==> config.mk <==
export PLATFORM = sky130hd
export DESIGN_NAME = rd_demux_top
export DESIGN_NICKNAME = d
export VERILOG_FILES = /design/src/demux_width_pkg.sv /design/src/demux_ctrl_pkg.sv /design/src/rd_id_table.sv /design/src/ar_route_gate.sv /design/src/r_resp_arbiter.sv /design/src/rd_demux_top.sv
export VERILOG_INCLUDE_DIRS = /design/src
export SDC_FILE = /design/constraint.sdc
export NUM_CORES = 1
export LEC_CHECK = 0
export BUFFER_PORTS_ARGS = -buffer_cell sky130_fd_sc_hd__buf_2
export CAP_MARGIN = 30
export CORE_AREA = 2 2 114 116
export CTS_CLUSTER_DIAMETER = 80
export CTS_CLUSTER_SIZE = 16
export DETAILED_ROUTE_END_ITERATION = 10
export DIE_AREA = 0 0 116 118
export SLEW_MARGIN = 10
export SYNTH_ARGS = -nofsm -noshare
export SYNTH_HDL_FRONTEND = slang
export SYNTH_HIERARCHICAL = 1
export SYNTH_SLANG_ARGS = --single-unit
==> constraint.sdc <==
create_clock -name clk_i -period 6.1 [get_ports clk_i]
set_clock_uncertainty 0.05 [all_clocks]
set_input_delay 0.305 -clock clk_i [delete_from_list [all_inputs] [get_ports clk_i]]
set_output_delay 0.305 -clock clk_i [all_outputs]
set_load 0.05 [all_outputs]
==> src/demux_consts.svh <==
/* fixed sizing constants of the read-channel demultiplexer
   port count, bus field widths and in-flight counter size */

`ifndef DEMUX_CONSTS_SVH
`define DEMUX_CONSTS_SVH

// manager side
`define DMX_NUM_PORTS 4
// enough bits to name any of the manager ports
`define DMX_SEL_WIDTH 2

// AXI ID handling
`define DMX_ID_WIDTH 4
// only the low ID bits pick a counter, so four counters
`define DMX_LOOK_BITS 2
// a counter saturates at 3 reads in flight per lookup ID
`define DMX_CNT_WIDTH 2

// AR and R payload
`define DMX_ADDR_WIDTH 32
`define DMX_DATA_WIDTH 32
// beats per burst are len + 1
`define DMX_LEN_WIDTH 8

`endif

==> src/demux_width_pkg.sv <==
/* vector types for every field width that carries a meaning
   IDs, counter index, port select, payload, burst length and counts */

`include "demux_consts.svh"

package demux_width_pkg;

  // full AXI ID as seen on both sides
  typedef logic [`DMX_ID_WIDTH-1:0]   axi_id_t;

  // low ID bits used to index the in-flight table
  typedef logic [`DMX_LOOK_BITS-1:0]  look_id_t;

  // manager port number
  typedef logic [`DMX_SEL_WIDTH-1:0]  port_sel_t;

  // payload fields, forwarded untouched
  typedef logic [`DMX_ADDR_WIDTH-1:0] addr_t;
  typedef logic [`DMX_DATA_WIDTH-1:0] data_t;
  typedef logic [`DMX_LEN_WIDTH-1:0]  len_t;

  // in-flight read count of one lookup ID
  typedef logic [`DMX_CNT_WIDTH-1:0]  cnt_t;

endpackage

==> src/demux_ctrl_pkg.sv <==
/* state encodings for the AR admission gate and the R merge arbiter */

package demux_ctrl_pkg;

  // AR gate
  // IDLE   deciding on the current request every cycle
  // LOCKED valid is held on the chosen port until it is taken
  typedef enum logic {
    IDLE   = 1'b0,
    LOCKED = 1'b1
  } gate_state_e;

  // R arbiter
  // FREE  a new grant may be picked
  // BURST grant held on one port until its last beat moves
  typedef enum logic {
    FREE  = 1'b0,
    BURST = 1'b1
  } arb_state_e;

endpackage

==> src/rd_id_table.sv <==
/* per-ID in-flight read counters with the port each ID was last sent to
   lookup of select and occupancy, plus a table-wide full flag */

`timescale 1ns/1ps
`include "demux_consts.svh"

module rd_id_table (
  input  logic                        clk_i,
  input  logic                        rst_i,
  // lookup for the request waiting at the gate
  input  demux_width_pkg::look_id_t   lookup_id_i,
  output demux_width_pkg::port_sel_t  lookup_sel_o,
  output logic                        occupied_o,
  output logic                        full_o,
  // push on every accepted AR
  input  logic                        push_i,
  input  demux_width_pkg::look_id_t   push_id_i,
  input  demux_width_pkg::port_sel_t  push_sel_i,
  // pop on every last R beat handed upstream
  input  logic                        pop_i,
  input  demux_width_pkg::look_id_t   pop_id_i
);

  localparam int NUM_CNT = 1 << `DMX_LOOK_BITS;

  demux_width_pkg::cnt_t      cnt_q [NUM_CNT];
  demux_width_pkg::cnt_t      cnt_d [NUM_CNT];
  demux_width_pkg::port_sel_t sel_q [NUM_CNT];
  logic [NUM_CNT-1:0]         push_en;
  logic [NUM_CNT-1:0]         pop_en;
  logic [NUM_CNT-1:0]         cnt_full;

  //--------------------------------------------------
  // lookup
  //--------------------------------------------------
  // stored select is only meaningful while occupied
  assign lookup_sel_o = sel_q[lookup_id_i];
  assign occupied_o   = (cnt_q[lookup_id_i] != '0);
  // one saturated counter blocks all admissions
  assign full_o       = |cnt_full;

  //--------------------------------------------------
  // counter update
  //--------------------------------------------------
  always_comb begin
    for (int i = 0; i < NUM_CNT; i++) begin
      push_en[i]  = push_i && (push_id_i == demux_width_pkg::look_id_t'(i));
      pop_en[i]   = pop_i && (pop_id_i == demux_width_pkg::look_id_t'(i));
      cnt_full[i] = &cnt_q[i];
      case ({push_en[i], pop_en[i]})
        // new read leaves for a manager
        2'b10: cnt_d[i] = cnt_q[i] + 1'b1;
        // burst completed upstream
        2'b01: cnt_d[i] = cnt_q[i] - 1'b1;
        // push and pop cancel, or nothing happens
        default: cnt_d[i] = cnt_q[i];
      endcase
    end
  end

  always_ff @(posedge clk_i) begin
    if (rst_i) begin
      for (int i = 0; i < NUM_CNT; i++) begin
        cnt_q[i] <= '0;
      end
    end else begin
      for (int i = 0; i < NUM_CNT; i++) begin
        cnt_q[i] <= cnt_d[i];
      end
    end
  end

  // select follows the latest push of that ID
  // all pushes of a live ID name the same port anyway
  always_ff @(posedge clk_i) begin
    for (int i = 0; i < NUM_CNT; i++) begin
      if (push_en[i]) begin
        sel_q[i] <= push_sel_i;
      end
    end
  end

endmodule

==> src/ar_route_gate.sv <==
/* AR admission against the ID table, valid lock and steering
   of the request onto the selected manager port */

`timescale 1ns/1ps
`include "demux_consts.svh"

module ar_route_gate (
  input  logic                        clk_i,
  input  logic                        rst_i,
  // subordinate AR handshake and routing fields
  input  logic                        ar_valid_i,
  output logic                        ar_ready_o,
  input  demux_width_pkg::axi_id_t    ar_id_i,
  input  demux_width_pkg::port_sel_t  ar_sel_i,
  // manager AR handshakes
  output logic [`DMX_NUM_PORTS-1:0]   mst_ar_valid_o,
  input  logic [`DMX_NUM_PORTS-1:0]   mst_ar_ready_i,
  // ID table lookup
  output demux_width_pkg::look_id_t   lookup_id_o,
  input  demux_width_pkg::port_sel_t  lookup_sel_i,
  input  logic                        occupied_i,
  input  logic                        full_i,
  // ID table push
  output logic                        push_o,
  output demux_width_pkg::look_id_t   push_id_o,
  output demux_width_pkg::port_sel_t  push_sel_o
);

  demux_ctrl_pkg::gate_state_e state_q;
  demux_ctrl_pkg::gate_state_e state_d;
  logic                        admit;
  logic                        fwd_valid;
  logic                        sel_ready;

  //--------------------------------------------------
  // admission
  //--------------------------------------------------
  assign lookup_id_o = ar_id_i[`DMX_LOOK_BITS-1:0];

  // same ID may only go out again to the port it already uses
  assign admit = !full_i && (!occupied_i || (lookup_sel_i == ar_sel_i));

  // once locked the table is ignored, valid must not drop
  assign fwd_valid = (state_q == demux_ctrl_pkg::LOCKED) || (ar_valid_i && admit);

  // ready of the addressed port only
  assign sel_ready = mst_ar_ready_i[ar_sel_i];

  assign ar_ready_o = fwd_valid && sel_ready;

  // steer valid to exactly one port
  always_comb begin
    for (int i = 0; i < `DMX_NUM_PORTS; i++) begin
      mst_ar_valid_o[i] = fwd_valid && (ar_sel_i == demux_width_pkg::port_sel_t'(i));
    end
  end

  //--------------------------------------------------
  // table push on the transfer
  //--------------------------------------------------
  assign push_o     = fwd_valid && sel_ready;
  assign push_id_o  = ar_id_i[`DMX_LOOK_BITS-1:0];
  assign push_sel_o = ar_sel_i;

  //--------------------------------------------------
  // valid lock
  //--------------------------------------------------
  always_comb begin
    state_d = state_q;
    case (state_q)
      demux_ctrl_pkg::IDLE: begin
        // decision made but the port is busy
        if (fwd_valid && !sel_ready) begin
          state_d = demux_ctrl_pkg::LOCKED;
        end
      end
      demux_ctrl_pkg::LOCKED: begin
        if (sel_ready) begin
          state_d = demux_ctrl_pkg::IDLE;
        end
      end
      default: state_d = demux_ctrl_pkg::IDLE;
    endcase
  end

  always_ff @(posedge clk_i) begin
    if (rst_i) begin
      state_q <= demux_ctrl_pkg::IDLE;
    end else begin
      state_q <= state_d;
    end
  end

endmodule

==> src/r_resp_arbiter.sv <==
/* round-robin merge of the manager R channels onto the subordinate port
   grant held for a whole burst and for any stalled beat */

`timescale 1ns/1ps
`include "demux_consts.svh"

module r_resp_arbiter (
  input  logic                                             clk_i,
  input  logic                                             rst_i,
  // manager R channels
  input  logic [`DMX_NUM_PORTS-1:0]                        mst_r_valid_i,
  output logic [`DMX_NUM_PORTS-1:0]                        mst_r_ready_o,
  input  demux_width_pkg::axi_id_t [`DMX_NUM_PORTS-1:0]    mst_r_id_i,
  input  demux_width_pkg::data_t   [`DMX_NUM_PORTS-1:0]    mst_r_data_i,
  input  logic [`DMX_NUM_PORTS-1:0]                        mst_r_last_i,
  // subordinate R channel
  output logic                                             r_valid_o,
  input  logic                                             r_ready_i,
  output demux_width_pkg::axi_id_t                         r_id_o,
  output demux_width_pkg::data_t                           r_data_o,
  output logic                                             r_last_o,
  // completion towards the ID table
  output logic                                             pop_o,
  output demux_width_pkg::look_id_t                        pop_id_o
);

  demux_ctrl_pkg::arb_state_e state_q;
  demux_ctrl_pkg::arb_state_e state_d;
  demux_width_pkg::port_sel_t ptr_q;
  demux_width_pkg::port_sel_t gnt_q;
  demux_width_pkg::port_sel_t pick;
  demux_width_pkg::port_sel_t rr_cand;
  demux_width_pkg::port_sel_t gnt;
  logic                       found;
  logic                       last_xfer;

  //--------------------------------------------------
  // round-robin pick
  //--------------------------------------------------
  // search starts at the pointer, first valid port wins
  always_comb begin
    pick    = ptr_q;
    found   = 1'b0;
    rr_cand = ptr_q;
    for (int k = 0; k < `DMX_NUM_PORTS; k++) begin
      rr_cand = demux_width_pkg::port_sel_t'(ptr_q + k);
      if (!found && mst_r_valid_i[rr_cand]) begin
        pick  = rr_cand;
        found = 1'b1;
      end
    end
  end

  // held grant wins while inside a burst or a stalled beat
  assign gnt = (state_q == demux_ctrl_pkg::BURST) ? gnt_q : pick;

  //--------------------------------------------------
  // R mux
  //--------------------------------------------------
  assign r_valid_o = mst_r_valid_i[gnt];
  assign r_id_o    = mst_r_id_i[gnt];
  assign r_data_o  = mst_r_data_i[gnt];
  assign r_last_o  = mst_r_last_i[gnt];

  // only the granted port sees ready, others keep their beats
  always_comb begin
    for (int i = 0; i < `DMX_NUM_PORTS; i++) begin
      mst_r_ready_o[i] = r_valid_o && r_ready_i &&
                         (gnt == demux_width_pkg::port_sel_t'(i));
    end
  end

  assign last_xfer = r_valid_o && r_ready_i && r_last_o;

  // burst done upstream, free the ID slot
  assign pop_o    = last_xfer;
  assign pop_id_o = r_id_o[`DMX_LOOK_BITS-1:0];

  //--------------------------------------------------
  // burst lock and pointer
  //--------------------------------------------------
  always_comb begin
    state_d = state_q;
    if (r_valid_o) begin
      // anything short of a finished last beat keeps the port
      state_d = last_xfer ? demux_ctrl_pkg::FREE : demux_ctrl_pkg::BURST;
    end
  end

  always_ff @(posedge clk_i) begin
    if (rst_i) begin
      state_q <= demux_ctrl_pkg::FREE;
      ptr_q   <= '0;
      gnt_q   <= '0;
    end else begin
      state_q <= state_d;
      gnt_q   <= gnt;
      // next search begins just after the port that finished
      if (last_xfer) begin
        ptr_q <= gnt + 1'b1;
      end
    end
  end

endmodule

==> src/rd_demux_top.sv <==
/* read-channel AXI demux top, one subordinate AR/R port to four managers
   gate, ID table and R arbiter wired together */

`timescale 1ns/1ps
`include "demux_consts.svh"

module rd_demux_top (
  input  logic                                             clk_i,
  input  logic                                             rst_i,
  // subordinate AR
  input  logic                                             ar_valid_i,
  output logic                                             ar_ready_o,
  input  demux_width_pkg::axi_id_t                         ar_id_i,
  input  demux_width_pkg::addr_t                           ar_addr_i,
  input  demux_width_pkg::len_t                            ar_len_i,
  input  demux_width_pkg::port_sel_t                       ar_sel_i,
  // subordinate R
  output logic                                             r_valid_o,
  input  logic                                             r_ready_i,
  output demux_width_pkg::axi_id_t                         r_id_o,
  output demux_width_pkg::data_t                           r_data_o,
  output logic                                             r_last_o,
  // manager AR, fields shared by all ports
  output logic [`DMX_NUM_PORTS-1:0]                        mst_ar_valid_o,
  input  logic [`DMX_NUM_PORTS-1:0]                        mst_ar_ready_i,
  output demux_width_pkg::axi_id_t                         mst_ar_id_o,
  output demux_width_pkg::addr_t                           mst_ar_addr_o,
  output demux_width_pkg::len_t                            mst_ar_len_o,
  // manager R
  input  logic [`DMX_NUM_PORTS-1:0]                        mst_r_valid_i,
  output logic [`DMX_NUM_PORTS-1:0]                        mst_r_ready_o,
  input  demux_width_pkg::axi_id_t [`DMX_NUM_PORTS-1:0]    mst_r_id_i,
  input  demux_width_pkg::data_t   [`DMX_NUM_PORTS-1:0]    mst_r_data_i,
  input  logic [`DMX_NUM_PORTS-1:0]                        mst_r_last_i
);

  // gate to table
  demux_width_pkg::look_id_t  lookup_id;
  demux_width_pkg::port_sel_t lookup_sel;
  logic                       occupied;
  logic                       full;
  logic                       push;
  demux_width_pkg::look_id_t  push_id;
  demux_width_pkg::port_sel_t push_sel;
  // arbiter to table
  logic                       pop;
  demux_width_pkg::look_id_t  pop_id;

  // AR payload goes straight through, only valid is steered
  assign mst_ar_id_o   = ar_id_i;
  assign mst_ar_addr_o = ar_addr_i;
  assign mst_ar_len_o  = ar_len_i;

  ar_route_gate u_gate (
    .clk_i          (clk_i),
    .rst_i          (rst_i),
    .ar_valid_i     (ar_valid_i),
    .ar_ready_o     (ar_ready_o),
    .ar_id_i        (ar_id_i),
    .ar_sel_i       (ar_sel_i),
    .mst_ar_valid_o (mst_ar_valid_o),
    .mst_ar_ready_i (mst_ar_ready_i),
    .lookup_id_o    (lookup_id),
    .lookup_sel_i   (lookup_sel),
    .occupied_i     (occupied),
    .full_i         (full),
    .push_o         (push),
    .push_id_o      (push_id),
    .push_sel_o     (push_sel)
  );

  rd_id_table u_table (
    .clk_i        (clk_i),
    .rst_i        (rst_i),
    .lookup_id_i  (lookup_id),
    .lookup_sel_o (lookup_sel),
    .occupied_o   (occupied),
    .full_o       (full),
    .push_i       (push),
    .push_id_i    (push_id),
    .push_sel_i   (push_sel),
    .pop_i        (pop),
    .pop_id_i     (pop_id)
  );

  r_resp_arbiter u_arb (
    .clk_i         (clk_i),
    .rst_i         (rst_i),
    .mst_r_valid_i (mst_r_valid_i),
    .mst_r_ready_o (mst_r_ready_o),
    .mst_r_id_i    (mst_r_id_i),
    .mst_r_data_i  (mst_r_data_i),
    .mst_r_last_i  (mst_r_last_i),
    .r_valid_o     (r_valid_o),
    .r_ready_i     (r_ready_i),
    .r_id_o        (r_id_o),
    .r_data_o      (r_data_o),
    .r_last_o      (r_last_o),
    .pop_o         (pop),
    .pop_id_o      (pop_id)
  );

endmodule

==> impl_metrics.toml <==
[run_status]
status = "finished clean"

[sta]
fin_crit_sh_pct = 59.9
rsz0062_at_grt = "no"
worst_slack_ns = 2.44
setup-tns-final_ns = 0
worstMarginPinSlew_ns = 0.893
hold_viol = 0
slew-limit-headroom_pct = 40.5
max_freq_mhz = 274
period_minus_slack_ns = 3.66
finalMaxSlewViolations = 0
setup_viol = 0

[worst_setup_path]
worstSetupPathType = "reg -> reg"
crit_start = "u_arb/ptr_q[0]$_SDFFE_PP0P_"
start_kind = "flop"
rrSetupSlack_ns = 2.44
arrival_ns = 3.79
cp.required_ns = 6.23
worstPathMaxFanout = 47
regToRegStartpoint = "u_arb/ptr_q[0]$_SDFFE_PP0P_"
r2r_end = "u_table/cnt_q[3][1]$_SDFFE_PP0P_"
endpoint_kind = "flop"
reg2regPathDepth = 11

[pwr]
power.total_mw = 1.92
p_leak_nw = 1.92
power.density_nw_per_um2 = 516
vdd_ir_drop_max_mv = 0.260

[synth]
synth_seq_cells = 22
syn_area_um2 = 2870
yosysSeqAreaShare_pct = 18.1
synthArstFlopShare_pct = 0
synth_edf_count = 8
syn_nets = 652
yosysTopAreaCell = "nand2_1"
synthFlopType = "dfxtp_1"
yosysWarnings = 6
synth_top_area_share_pct = 20.5
yosys-top-cells-area = "nand2_1, buf_4, dfxtp_1, and3_1, edfxtp_1"
syn-mean-instance-area_um2 = 6.50
synth.distinct_cells = 45
postSynthCellCount = 442

[clocking]
cts_buffer_depth = 2
cts.reportedPaths.clkPinSlew_ns = 0.06
clock_sinks = 22
cts_tree = "yes"
cts_resized = 0
clk_latency_ns = 0.25
cts_hold_buf = 0
cts_htree_levels = 1
numCtsBuffers = 3
cts_setup_buffers = 0
clock-root-buffer = "clkbuf_16"

[routing]
wirelength_um = 11000
drc = 0
dr_total_vias = 3461
first_pass_iters = 4
ant_nets = 0
wl_per_cell_um = 14.7
vias_per_cell = 4.60
drt_iter0_drc = 132

[floorplan]
die_y_um = 118
coreArea_um2 = 12400
row_count = 41
io-pin-count = 297
dieArea_um2 = 13700
die_w_um = 116
start_util_pct = 23.2

[finish]
antenna_cells = 0
fillCellCount = 1437
synthToLayoutAreaGrowth_pct = 29.6
multi_input_area_um2 = 1800
stdcell_area_um2 = 3720
ff_latch_area_um2 = 520
fin_cells = 752
num-nets-final = 791
drive_above_1_share_pct = 40.3

[global_routing]
grt_pass1_vias = 3330
grt_usage_pct = 15.3
antenna_found_initial = 0
grt_pass1_wl_um = 16800
grt_max_degree = 48
grt-ovfl-total = 0

[place]
dp_slack_ns = 2.37
hpwl_um = 8770
gp_congestion = 0.870
io_buffers = 212
dpl-instance-area_um2 = 3650
numPlacedInstances = 748

[worst_hold_path]
hold_path.class = "in -> reg"
holdPathEnd = "u_arb/ptr_q[0]$_SDFFE_PP0P_"
hp-start = "r_ready_i"
hold_path_depth = 3

[flow_run]
cap_violations = 0
kinds of logic (layout without fill, tap and decap cells):
| family | after synthesis | in the layout | synth area share [%] |
|---|---|---|---|
| compound gates | 61 | 61 | 14.0 |
| xor+xnor | 10 | 10 | 3.05 |
| fa+ha+maj | 4 | 4 | 1.74 |
| buf+inv | 89 | 227 | 19.5 |
| flops | 22 | 22 | 18.1 |
| mux | 5 | 5 | 3.66 |
| simple gates | 251 | 251 | 39.9 |
layout by cell type, fill, tap and decap left out, drive strengths merged, types with 3 or more instances in the layout:
| master | instances |
|---|---|
| buf | 215 |
| nand2 | 157 |
| and3 | 39 |
| a31oi | 37 |
| nor2 | 18 |
| dfxtp | 14 |
| inv | 8 |
| edfxtp | 8 |
| a21oi | 7 |
| nor3 | 6 |
| xnor2 | 6 |
| o21ai | 5 |
| nand3 | 5 |
| mux4 | 4 |
| xor2 | 4 |
| or3 | 4 |
| ha | 4 |
| clkbuf | 4 |
| o211ai | 3 |
| nand4 | 3 |
| nand2b | 3 |
| nor3b | 3 |
flip-flops by register name (all words and copies together) (netlist names):
signal,count
u_table/cnt_q,8
u_table/sel_q,8
u_arb/gnt_q,2
u_arb/ptr_q,2
u_arb/state_q,1
u_gate/state_q,1
worst max-delay path by stage:
stage | end | slack (ns)
6_report | u_table/cnt_q[3][1]$_SDFFE_PP0P_ | 2.44
5_1_grt | u_table/cnt_q[2][1]$_SDFFE_PP0P_ | 2.22
4_1_cts | u_table/cnt_q[3][1]$_SDFFE_PP0P_ | 2.46
3_5_place_dp | u_table/cnt_q[1][1]$_SDFFE_PP0P_ | 2.37
3_3_place_gp | u_table/cnt_q[3][1]$_SDFFE_PP0P_ | 2.41
2_1_floorplan | u_table/cnt_q[0][1]$_SDFFE_PP0P_ | 2.54
per-stage QoR:
step                utilization, %  hold slack (ns)
global route                  30.0            0.344
global placement              29.4            0.443
floorplan                        -            0.326
CTS                           30.0            0.317
finish                        30.0            0.327
detailed placement            29.4            0.451
cell usage after synthesis (all sizes together), types with 6 or more instances:
library cell	n
nand2	157
edfxtp	8
and3	39
a21oi	7
xnor2	6
inv	8
nor3	6
nor2	18
dfxtp	14
a31oi	37
buf	68
clkbuf	13
area by class of cell:
cell class | count | share of cell area [%]
Clock buffer | 4 | 2.12
Inverter | 8 | 0.806
Multi-Input combinational cell | 331 | 48.2
Sequential cell | 22 | 14.0
Tap cell | 172 | 5.78
Timing Repair Buffer | 215 | 29.1
critical path: stages (launching register included):
cell	delay [ns]
dfxtp_1	0.32
and2b_1	0.20
nor3b_1	0.06
o211ai_2	0.22
and2_2	0.75
buf_4	0.47
o211ai_2	0.14
and3_1	0.32
and3_1	0.22
ha_1	0.31
or3_1	0.35
a21oi_1	0.14
routing by layer:
layer | global-route usage (%) | up-vias | wire [um]
li1 | - | 1728 | -
met3 | 2.99 | 24 | 784
met5 | 0 | - | 0
met1 | 18.3 | 1557 | 4510
met4 | 4.24 | 0 | 239
met2 | 27.3 | 152 | 5500
where the power goes:
group / switching, mW / leakage [nW] / total [mW] / internal, mW
clock network: 0.0489 / 0.0382 / 0.138 / 0.0890
registers: 0.0208 / 0.187 / 0.195 / 0.174
logic: 1.18 / 1.70 / 1.59 / 0.406
No activity file was read; power rests on OpenSTA's default activity.
